File: src/rtl/noc_ctrl_pkg.sv
// Control state encodings for the output stage; both enums are 1 bit and reset to the first value
`default_nettype none

package noc_ctrl_pkg;

  ////////////////////////////////////////
  // Packet mux route lock
  ////////////////////////////////////////

  // Idle: free to pick a new input
  // Locked: bound to one input until its last flit
  typedef enum logic {
    MUX_IDLE   = 1'b0,
    MUX_LOCKED = 1'b1
  } mux_state_e;

  ////////////////////////////////////////
  // Link arbiter priority
  ////////////////////////////////////////

  // VC that wins the next conflict on the link
  typedef enum logic {
    PREF_VC0 = 1'b0,
    PREF_VC1 = 1'b1
  } link_pref_e;

endpackage : noc_ctrl_pkg

`default_nettype wire

File: src/rtl/noc_flit_pkg.sv
// Link-level VC definitions; the design supports exactly two VCs and a 1-bit VC tag
`default_nettype none

package noc_flit_pkg;

  ////////////////////////////////////////
  // Virtual channels
  ////////////////////////////////////////

  // Number of VCs sharing the physical link
  localparam int NUM_VC = 2;

  // VC tag carried with every flit on the link
  // Requests and responses travel on separate VCs
  // to avoid protocol deadlock
  typedef enum logic {
    VC_REQ  = 1'b0,
    VC_RESP = 1'b1
  } vc_id_e;

endpackage : noc_flit_pkg

`default_nettype wire
File: src/rtl/noc_output_port.sv
// Router output port top; zero-latency path, no buffering, CHANNELS must be 2 or more
`default_nettype none
`timescale 1ns/1ps

module noc_output_port import noc_flit_pkg::*; #(
  parameter int CHANNELS   = 4,
  parameter int FLIT_WIDTH = 32
) (
  input  wire logic                                clk,
  input  wire logic                                rst,

  // Request VC inputs
  input  wire logic [CHANNELS-1:0][FLIT_WIDTH-1:0] vc0_in_flit,
  input  wire logic [CHANNELS-1:0]                 vc0_in_last,
  input  wire logic [CHANNELS-1:0]                 vc0_in_valid,
  output logic      [CHANNELS-1:0]                 vc0_in_ready,

  // Response VC inputs
  input  wire logic [CHANNELS-1:0][FLIT_WIDTH-1:0] vc1_in_flit,
  input  wire logic [CHANNELS-1:0]                 vc1_in_last,
  input  wire logic [CHANNELS-1:0]                 vc1_in_valid,
  output logic      [CHANNELS-1:0]                 vc1_in_ready,

  // Physical link
  output logic      [FLIT_WIDTH-1:0]               out_flit,
  output logic                                     out_last,
  output vc_id_e                                   out_vc,
  output logic                                     out_valid,
  input  wire logic                                out_ready
);

  ////////////////////////////////////////
  // Mux to link arbiter, one lane per VC
  ////////////////////////////////////////

  logic [NUM_VC-1:0][FLIT_WIDTH-1:0] mux_flit;
  logic [NUM_VC-1:0]                 mux_last;
  logic [NUM_VC-1:0]                 mux_valid;
  logic [NUM_VC-1:0]                 mux_ready;

  // Request VC packet mux
  noc_packet_mux #(
    .CHANNELS   (CHANNELS),
    .FLIT_WIDTH (FLIT_WIDTH)
  ) i_mux_vc0 (
    .clk       (clk),
    .rst       (rst),
    .in_flit   (vc0_in_flit),
    .in_last   (vc0_in_last),
    .in_valid  (vc0_in_valid),
    .in_ready  (vc0_in_ready),
    .out_flit  (mux_flit[0]),
    .out_last  (mux_last[0]),
    .out_valid (mux_valid[0]),
    .out_ready (mux_ready[0])
  );

  // Response VC packet mux
  noc_packet_mux #(
    .CHANNELS   (CHANNELS),
    .FLIT_WIDTH (FLIT_WIDTH)
  ) i_mux_vc1 (
    .clk       (clk),
    .rst       (rst),
    .in_flit   (vc1_in_flit),
    .in_last   (vc1_in_last),
    .in_valid  (vc1_in_valid),
    .in_ready  (vc1_in_ready),
    .out_flit  (mux_flit[1]),
    .out_last  (mux_last[1]),
    .out_valid (mux_valid[1]),
    .out_ready (mux_ready[1])
  );

  ////////////////////////////////////////
  // Link arbiter
  ////////////////////////////////////////

  // Flit-level interleave, tags each flit with its VC
  noc_vc_link_arbiter #(
    .FLIT_WIDTH (FLIT_WIDTH)
  ) i_link (
    .clk       (clk),
    .rst       (rst),
    .vc0_flit  (mux_flit[0]),
    .vc0_last  (mux_last[0]),
    .vc0_valid (mux_valid[0]),
    .vc0_ready (mux_ready[0]),
    .vc1_flit  (mux_flit[1]),
    .vc1_last  (mux_last[1]),
    .vc1_valid (mux_valid[1]),
    .vc1_ready (mux_ready[1]),
    .out_flit  (out_flit),
    .out_last  (out_last),
    .out_vc    (out_vc),
    .out_valid (out_valid),
    .out_ready (out_ready)
  );

endmodule : noc_output_port

`default_nettype wire

File: src/rtl/noc_vc_link_arbiter.sv
// Flit-level merge of two VC streams; inputs must keep valid independent of ready
`default_nettype none
`timescale 1ns/1ps

module noc_vc_link_arbiter import noc_flit_pkg::*, noc_ctrl_pkg::*; #(
  parameter int FLIT_WIDTH = 32
) (
  input  wire logic                  clk,
  input  wire logic                  rst,

  input  wire logic [FLIT_WIDTH-1:0] vc0_flit,
  input  wire logic                  vc0_last,
  input  wire logic                  vc0_valid,
  output logic                       vc0_ready,

  input  wire logic [FLIT_WIDTH-1:0] vc1_flit,
  input  wire logic                  vc1_last,
  input  wire logic                  vc1_valid,
  output logic                       vc1_ready,

  output logic      [FLIT_WIDTH-1:0] out_flit,
  output logic                       out_last,
  output vc_id_e                     out_vc,
  output logic                       out_valid,
  input  wire logic                  out_ready
);

  ////////////////////////////////////////
  // Signals
  ////////////////////////////////////////

  // Who wins when both VCs have a flit
  link_pref_e pref;

  // Per-VC valids and the chosen VC, one-hot or zero
  logic [NUM_VC-1:0] vc_valid;
  logic [NUM_VC-1:0] vc_grant;
  logic              xfer;

  assign vc_valid = {vc1_valid, vc0_valid};

  ////////////////////////////////////////
  // VC selection
  ////////////////////////////////////////

  // Lone requester always wins
  // Conflict resolved by the preference register
  always_comb begin
    vc_grant = vc_valid;
    if (&vc_valid) begin
      if (pref == PREF_VC0) begin
        vc_grant[1] = 1'b0;
      end else begin
        vc_grant[0] = 1'b0;
      end
    end
  end

  ////////////////////////////////////////
  // Link outputs
  ////////////////////////////////////////

  // VC 0 is the default leg of the mux
  assign out_flit  = vc_grant[1] ? vc1_flit : vc0_flit;
  assign out_last  = vc_grant[1] ? vc1_last : vc0_last;
  assign out_vc    = vc_grant[1] ? VC_RESP : VC_REQ;
  assign out_valid = |vc_valid;

  // Link ready goes to the chosen VC only
  assign vc0_ready = out_ready & vc_grant[0];
  assign vc1_ready = out_ready & vc_grant[1];

  assign xfer = out_valid & out_ready;

  // After each flit the other VC gets priority
  always_ff @(posedge clk) begin
    if (rst) begin
      pref <= PREF_VC0;
    end else if (xfer) begin
      pref <= vc_grant[1] ? PREF_VC0 : PREF_VC1;
    end
  end

endmodule : noc_vc_link_arbiter

`default_nettype wire

File: src/rtl/noc_packet_mux.sv
// Per-VC packet mux; out_valid ignores out_ready, input is held from head flit until last flit
`default_nettype none
`timescale 1ns/1ps

module noc_packet_mux import noc_ctrl_pkg::*; #(
  parameter int CHANNELS   = 4,
  parameter int FLIT_WIDTH = 32
) (
  input  wire logic                                clk,
  input  wire logic                                rst,

  input  wire logic [CHANNELS-1:0][FLIT_WIDTH-1:0] in_flit,
  input  wire logic [CHANNELS-1:0]                 in_last,
  input  wire logic [CHANNELS-1:0]                 in_valid,
  output logic      [CHANNELS-1:0]                 in_ready,

  output logic      [FLIT_WIDTH-1:0]               out_flit,
  output logic                                     out_last,
  output logic                                     out_valid,
  input  wire logic                                out_ready
);

  ////////////////////////////////////////
  // Signals
  ////////////////////////////////////////

  // Route lock state
  mux_state_e state;

  // Current one-hot grant, last channel that started a packet
  logic [CHANNELS-1:0] gnt;
  // Round-robin candidate for the next packet
  logic [CHANNELS-1:0] nxt_gnt;
  // Channel presented on the output this cycle
  logic [CHANNELS-1:0] select;
  // Flit moves on this edge
  logic                xfer;

  ////////////////////////////////////////
  // Arbitration
  ////////////////////////////////////////

  // Requests are raw valids
  // Gating by out_ready here would make valid depend on ready
  noc_rr_arbiter #(
    .N (CHANNELS)
  ) i_rr (
    .req     (in_valid),
    .gnt     (gnt),
    .nxt_gnt (nxt_gnt)
  );

  // Locked: stick with the packet owner
  assign select = (state == MUX_LOCKED) ? gnt : nxt_gnt;

  ////////////////////////////////////////
  // Datapath
  ////////////////////////////////////////

  // One-hot select, so an OR over the masked channels
  always_comb begin
    out_flit = '0;
    out_last = 1'b0;
    for (int c = 0; c < CHANNELS; c++) begin
      if (select[c]) begin
        out_flit = in_flit[c];
        out_last = in_last[c];
      end
    end
  end

  // Owner may stall mid packet, valid drops then
  assign out_valid = |(select & in_valid);

  // Ready back only to the selected, valid channel
  assign in_ready = select & in_valid & {CHANNELS{out_ready}};

  assign xfer = out_valid & out_ready;

  ////////////////////////////////////////
  // Lock and grant state
  ////////////////////////////////////////

  always_ff @(posedge clk) begin
    if (rst) begin
      state <= MUX_IDLE;
      gnt   <= CHANNELS'(1);
    end else if (xfer) begin
      // Grant moves only on a head flit
      if (state == MUX_IDLE) begin
        gnt <= nxt_gnt;
      end
      // Single-flit packet never locks
      state <= out_last ? MUX_IDLE : MUX_LOCKED;
    end
  end

endmodule : noc_packet_mux

`default_nettype wire

File: src/rtl/noc_rr_arbiter.sv
// Combinational round robin; gnt must be one-hot or zero, nxt_gnt is zero when nothing requests
`default_nettype none
`timescale 1ns/1ps

module noc_rr_arbiter #(
  parameter int N = 4
) (
  input  wire logic [N-1:0] req,
  input  wire logic [N-1:0] gnt,
  output logic      [N-1:0] nxt_gnt
);

  ////////////////////////////////////////
  // Signals
  ////////////////////////////////////////

  // Positions strictly above the current grant
  logic [N-1:0] upper_mask;
  // Requests that come after the grant in cyclic order
  logic [N-1:0] upper_req;
  // Vector the winner is taken from
  logic [N-1:0] search_req;

  ////////////////////////////////////////
  // Search
  ////////////////////////////////////////

  // Bits 0..k set for grant at bit k, then inverted
  // Grant on the top bit shifts out, so the mask goes empty
  // and the search wraps to channel 0
  // Zero grant also gives an empty mask
  assign upper_mask = ~((gnt << 1) - N'(1));

  assign upper_req = req & upper_mask;

  // No requester above the grant: wrap around
  // and search the full request vector from bit 0
  assign search_req = (|upper_req) ? upper_req : req;

  // Isolate lowest set bit (x & -x)
  // Result is one-hot, or zero with no requests
  assign nxt_gnt = search_req & (~search_req + N'(1));

endmodule : noc_rr_arbiter

`default_nettype wire

File: config.mk
export PLATFORM = sky130hd
export DESIGN_NAME = noc_output_port
export DESIGN_NICKNAME = d
export VERILOG_FILES = /design/src/rtl/noc_ctrl_pkg.sv /design/src/rtl/noc_flit_pkg.sv /design/src/rtl/noc_output_port.sv /design/src/rtl/noc_vc_link_arbiter.sv /design/src/rtl/noc_packet_mux.sv /design/src/rtl/noc_rr_arbiter.sv
export SDC_FILE = /design/constraint.sdc
export NUM_CORES = 1
export LEC_CHECK = 0
export ABC_AREA = 1
export BUFFER_PORTS_ARGS = -buffer_cell sky130_fd_sc_hd__buf_2
export CAP_MARGIN = 10
export CELL_PAD_IN_SITES_DETAIL_PLACEMENT = 0
export CELL_PAD_IN_SITES_GLOBAL_PLACEMENT = 1
export CORE_MARGIN = 4
export CORE_UTILIZATION = 22
export DETAILED_ROUTE_END_ITERATION = 6
export PLACE_DENSITY_LB_ADDON = 0.3
export SLEW_MARGIN = 20
export SYNTH_ARGS = -nofsm -noshare
export SYNTH_HDL_FRONTEND = slang
export SYNTH_HIERARCHICAL = 1
export SYNTH_SLANG_ARGS = --single-unit
export TNS_END_PERCENT = 1
File: constraint.sdc
create_clock -name clk -period 2.6 [get_ports clk]
set_input_delay 0.26 -clock clk [delete_from_list [all_inputs] [get_ports clk]]
set_output_delay 0.26 -clock clk [all_outputs]
set_load 0.005 [all_outputs]
==> impl_metrics.tcl, run 1 <==
set metrics [dict create \
    netlist.area_leader.share_pct 25.3 \
    path_clk_slew_ns 0.04 \
    drt-vias-per-instance 4.62 \
    die_x_um 141 \
    seq_area_frac_synth_pct 5.66 \
    vias 6162 \
    antenna_left 0 \
    synth_top_cell_by_area "nand2_1" \
    row_count 48 \
    cts_buffers 3 \
    clk_latency_ns 0.24 \
    fin_crit_ns 2.79 \
    track_usage_pct 18.7 \
    wl_per_cell_um 15.7 \
    drv_cap 0 \
    max_freq_ghz 0.359 \
    yosys-top-cells-area "nand2_1, nand3_1, o21ai_1" \
    hp-class "input pin to flop" \
    synth_ff_type "dfxtp_1" \
    syn_avg_cell_area_um2 5.12 \
    fin_setup_tns_ns -5.07 \
    synth_edf_count 0 \
    drt_iter0_drc 325 \
    hold_buffers 0 \
    required_ns 2.34 \
    dr.pass1.iters 6 \
    whs_ns 0.309 \
    drc 0 \
    grt_max_degree 51 \
    drv_slew 0 \
    status "finished, violations left" \
    worstPathArrival_ns 2.53 \
    fin_crit_sh_pct 107 \
    io_pins 318 \
    clk_path_buf_depth 2 \
    drive_gt1_share_pct 50.7 \
    tightestPinTransition_ns 0.631 \
    path_class "flop to output pin" \
    fillers 2000 \
    netlist_area_mm2 0.00389 \
    finalSetupViolCount 42 \
    antenna_found_initial 0 \
    end_kind "output pin" \
    cpPeakStageDelay_ns 0.32 \
    grt_overflow 0 \
    vdd_drop_max_v 0.000315 \
    synthArstFlopShare_pct 0 \
    synth_cell_types 25 \
    cts.htree.levels 1 \
    dp_hpwl_um 16500 \
    slowest_stage "dfxtp_2" \
    violations "setup timing" \
    setup_slack_ns -0.185 \
    routabilityCongestion 0.936 \
    rsz0062_at_grt "true" \
    hold_viol_final 0 \
    die_h_um 141 \
    die-area_mm2 0.0199 \
    port_buffers 317 \
    ys_ff_latch 11 \
    clock_skew_ns 0.00473 \
    syn_nets 1037 \
    synth_common_cells "nand2_1, nand3_1, o21ai_1, inv_1, nor2_1" \
    syn2layout_area_growth_pct 76.7 \
    syn_inst 760 \
    power_density_mw_per_mm2 865 \
    yosys.cell_count.top_type "nand2_1" \
    final_nets 1388 \
    p_leak_nw 3.67 \
    cp-start-kind "flop" \
    n_antenna_cell 0 \
    multiInputGateArea_mm2 0.00349 \
    crit_chain "inv_2 -> ha_4 -> nand2_2 -> nand2_2 -> inv_2 -> nand3_2 -> a21oi_2 -> inv_2 -> buf_6 -> o21ai_4 -> buf_6 -> buf_12 -> buf_6 -> nand2_4 -> nand3_2 -> o21ai_1 -> o21ai_1 -> nand2_1 -> nand2_1 -> buf_2" \
    clockRootBuffer "clkbuf_16" \
    relSlewSlack_pct 57.9 \
    grt_pass1_vias 5651 \
    fp.coreArea_mm2 0.0173 \
    grt_pass1_wl_um 29900 \
    drt-total-wl_um 20900 \
    crit_fanout 7 \
    cts_tree "done" \
    cts.sinks 11 \
    initial_core_util_pct 22.5 \
    yosys_warnings 6 \
    seq_area_um2 225 \
]
==> flip-flops by register name (all words and copies together), names as in the netlist <==
| name | flops |
|---|---|
| i_link/pref | 1 |
| i_mux_vc0/gnt | 4 |
| i_mux_vc0/state | 1 |
| i_mux_vc1/gnt | 4 |
| i_mux_vc1/state | 1 |
==> final timing paths <==
path / start / end / slack (ns) / cells past startpoint
max: i_mux_vc0/gnt[0] / out_flit[6] / -0.19 / 20
min: rst / i_link/pref / 0.31 / 4
max reg2reg: i_mux_vc0/gnt[1] / i_mux_vc0/gnt[1] / 0.18 / 24
min reg2reg: i_mux_vc0/gnt[3] / i_mux_vc0/gnt[3] / 0.48 / 2
==> where the power goes <==
group	leakage (nW)	switching, W	internal [W]
clock network	0.0382	0.0000857	0.000207
registers	0.0896	0.0000432	0.000204
logic	3.55	0.00303	0.00238
==> routing by layer <==
layer / GRT usage [%] / routed length (um) / up-vias
met5: 0 / 0 / -
met3: 3.05 / 1220 / 14
met2: 31.6 / 10000 / 210
li1: - / - / 3227
met1: 25.6 / 9450 / 2711
met4: 2.45 / 252 / 0
==> layout make-up <==
class	count	area share, %
Multi-Input combinational cell	643	50.8
Timing Repair Buffer	402	37.8
Tap cell	225	4.09
Sequential cell	11	3.27
Inverter	50	2.91
Clock buffer	4	1.15
==> per-stage QoR <==
stage          power [W]  cell area [um^2]  util (%)  instances  setup slack (ns)
6_report         0.00595              6880      39.8       1335            -0.185
5_1_grt          0.00655              6880      39.8       1335            -0.362
4_1_cts          0.00555              6520      37.7       1328            -0.328
3_5_place_dp     0.00473              5940      34.4       1307            -0.142
3_3_place_gp     0.00475              5940      34.4       1307            -0.143
2_1_floorplan    0.00305              3900         -        760           -0.0235
==> critical path: cells and delay by family (launching register included) <==
family | cells | cell delay, ns
AOI/OAI and AO/OA | 4 | 0.51
buffers and inverters | 8 | 0.78
and+or+nand+nor | 7 | 0.42
DFF | 1 | 0.32
adders and majority gates | 1 | 0.23
==> cell families (layout without fill, tap and decap cells) <==
logic type                 Yosys count  after routing  synth area share, %
AOI/OAI and AO/OA                  125            125                 18.1
buffers and inverters              106            456                 15.3
adders and majority gates            2              2                0.643
and+or+nand+nor                    516            516                 60.3
DFF                                 11             11                 5.66
==> layout by cell type, fill, tap and decap left out, drive strengths merged <==
cell and instances:
nand3 190, ha 2, nand2 288, a21oi 5, or2 3, dfxtp 11
buf 398, o211ai 14, inv 50, nor2 35, clkbuf 8, o21ai 106
==> what timing repair did <==
item                                    CTS  global route
endpoints found under the setup margin   48            48
gates cloned                              5             4
pin swaps                                34            67
gates resized for setup                  69            74
buffers inserted                         12             5
(Power assumes the default switching activity.)
==> inputs of run 2 (changes only) <==
- CORE_ASPECT_RATIO: not set -> 1.5
- HOLD_SLACK_MARGIN: not set -> 0.08
- RECOVER_POWER: not set -> 100
==> impl_metrics.tcl, run 2 (synthesis results as in run 1) <==
set metrics [dict create \
    seq_power_share_pct 4.1 \
    crit_fanout 7 \
    drv_slew 0 \
    crit_top_cell "nand3_2" \
    cpPeakStageDelay_ns 0.33 \
    fillers 2005 \
    p_int_w 0.00282 \
    swShare_pct 52.7 \
    max_freq_ghz 0.354 \
    power.total_w 0.00596 \
    drt-total-wl_um 21700 \
    routabilityCongestion 0.855 \
    clockRootBuffer "clkbuf_16" \
    cts_tree "done" \
    status "finished, violations left" \
    antenna_found_initial 1 \
    grt_overflow 0 \
    drv_cap 0 \
    grt_pass1_wl_um 29900 \
    cts.sinks 11 \
    required_ns 2.34 \
    clock_skew_ns 0.00716 \
    die-area_mm2 0.0199 \
    path_class "flop to output pin" \
    hold_viol_final 0 \
    initial_core_util_pct 22.4 \
    track_usage_pct 19.0 \
    p_leak_nw 3.68 \
    drc 0 \
    hold_buffers 0 \
    dp_hpwl_um 16500 \
    cp-start-kind "flop" \
    fin_crit_sh_pct 109 \
    cts_buffers 3 \
    path_clk_slew_ns 0.05 \
    clkPwrFrac_pct 4.9 \
    power_density_mw_per_mm2 859 \
    vdd_drop_max_v 0.000344 \
    grt_max_degree 51 \
    syn2layout_area_growth_pct 78.1 \
    seq_area_um2 225 \
    fin_setup_tns_ns -6.61 \
    drive_gt1_share_pct 49.2 \
    crit_chain "inv_2 -> ha_4 -> nand2_4 -> nand2_2 -> inv_2 -> nand3_2 -> a21oi_2 -> inv_1 -> buf_6 -> o21ai_4 -> buf_6 -> buf_12 -> nand2_1 -> nand3_2 -> o21ai_2 -> o21ai_2 -> nand3_2 -> nand2_1 -> buf_2" \
    worstPathArrival_ns 2.56 \
    drt_iter0_drc 269 \
    port_buffers 317 \
    die_x_um 117 \
    final_nets 1390 \
    wl_per_cell_um 16.3 \
    clk_latency_ns 0.24 \
    cts.htree.levels 1 \
    dr.pass1.iters 4 \
    largestRegisters "i_mux_vc0/gnt: 4 flops, i_mux_vc1/gnt: 4 flops" \
    violations "setup timing" \
    place_inst 1291 \
    multiInputGateArea_mm2 0.00346 \
    end_kind "output pin" \
    hp-class "input pin to flop" \
    die_h_um 171 \
    drt-vias-per-instance 4.72 \
    setup_slack_ns -0.221 \
    vias 6254 \
    r2r_cells 23 \
    io_pins 318 \
    finalSetupViolCount 42 \
    relSlewSlack_pct 61.8 \
    grt_pass1_vias 5817 \
    combPwrFrac_pct 91.0 \
    rsz0062_at_grt "true" \
    antenna_left 0 \
    min_path_cells 4 \
    clk_path_buf_depth 2 \
    tightestPinTransition_ns 0.573 \
    slowest_stage "dfxtp_2" \
    p_switching_w 0.00314 \
    row_count 59 \
    fp.coreArea_mm2 0.0173 \
    final_cell_mix "buf_2, nand2_1, nand3_1" \
    final_common_cell "buf_2" \
    fin_crit_ns 2.82 \
    final_cells 1326 \
]
==> run 2: cell count changes in the layout (fill, tap and decap cells not counted), sizes merged <==
| cell | before | now |
|---|---|---|
| buf | 398 | 399 |
| diode | 0 | 1 |
| clkbuf | 8 | 9 |
==> run 2: timing repair <==
item | 4_1_cts | 5_1_grt
pin swaps | 41 | 65
hold endpoints to repair | 0 | 0
gates cloned | 6 | 6
setup buffers | 12 | 8
endpoints found under the setup margin | 51 | 52
resized for setup | 58 | 75
==> run 2: area by class of cell <==
| type | count | share of cell area [%] |
|---|---|---|
| diodes | 1 | 0.0361 |
| clock buffers | 4 | 1.14 |
| inverters | 50 | 3.07 |
| multi-input cells | 643 | 49.9 |
| flip-flops and latches | 11 | 3.25 |
| well taps | 213 | 3.84 |
| repair buffers | 404 | 38.8 |
==> run 2: metrics by stage <==
step	cell area, um^2	hold WS (ns)	utilization [%]	worst slack (ns)
detailed placement	5960	0.480	34.4	-0.133
CTS	6520	0.322	37.6	-0.290
floorplan	3900	0.404	-	-0.0235
global placement	5960	0.470	34.4	-0.118
finish	6940	0.333	40.0	-0.221
global route	6940	0.358	40.0	-0.370
==> run 2: path summary, 6_finish.rpt <==
kind	end	slack, ns	startpoint
max	out_flit[23]	-0.22	i_mux_vc1/gnt[0]
min	i_link/pref	0.33	rst
min reg2reg	i_mux_vc0/gnt[3]	0.48	i_mux_vc0/gnt[3]
max reg2reg	i_mux_vc0/gnt[1]	0.10	i_mux_vc1/gnt[0]
==> run 2: worst max-delay path, delay by kind of cell (launching register included) <==
| family | cells | cell delay (ns) |
|---|---|---|
| flops | 1 | 0.33 |
| simple gates | 7 | 0.51 |
| buf+inv | 7 | 0.71 |
| fa+ha+maj | 1 | 0.24 |
| compound gates | 4 | 0.52 |
==> run 2: power by group through the flow <==
stage	Combinational (W)	Sequential (W)	Clock [W]
detailed placement	0.00453	0.000245	0
global route	0.00596	0.000251	0.000309
global placement	0.00455	0.000245	0
CTS	0.00504	0.000243	0.000297
floorplan	0.00282	0.000228	0
finish	0.00542	0.000245	0.000294
==> run 2: per-layer routing <==
layer | up-vias | global-route usage (%) | wire length (um) | share of wire, %
li1 | 3235 | - | - | -
met1 | 2762 | 22.8 | 8420 | 39
met2 | 223 | 34.9 | 11500 | 53
met3 | 34 | 3.15 | 1220 | 5.6
met4 | 0 | 4.24 | 571 | 2.6
met5 | - | 0 | 0 | 0
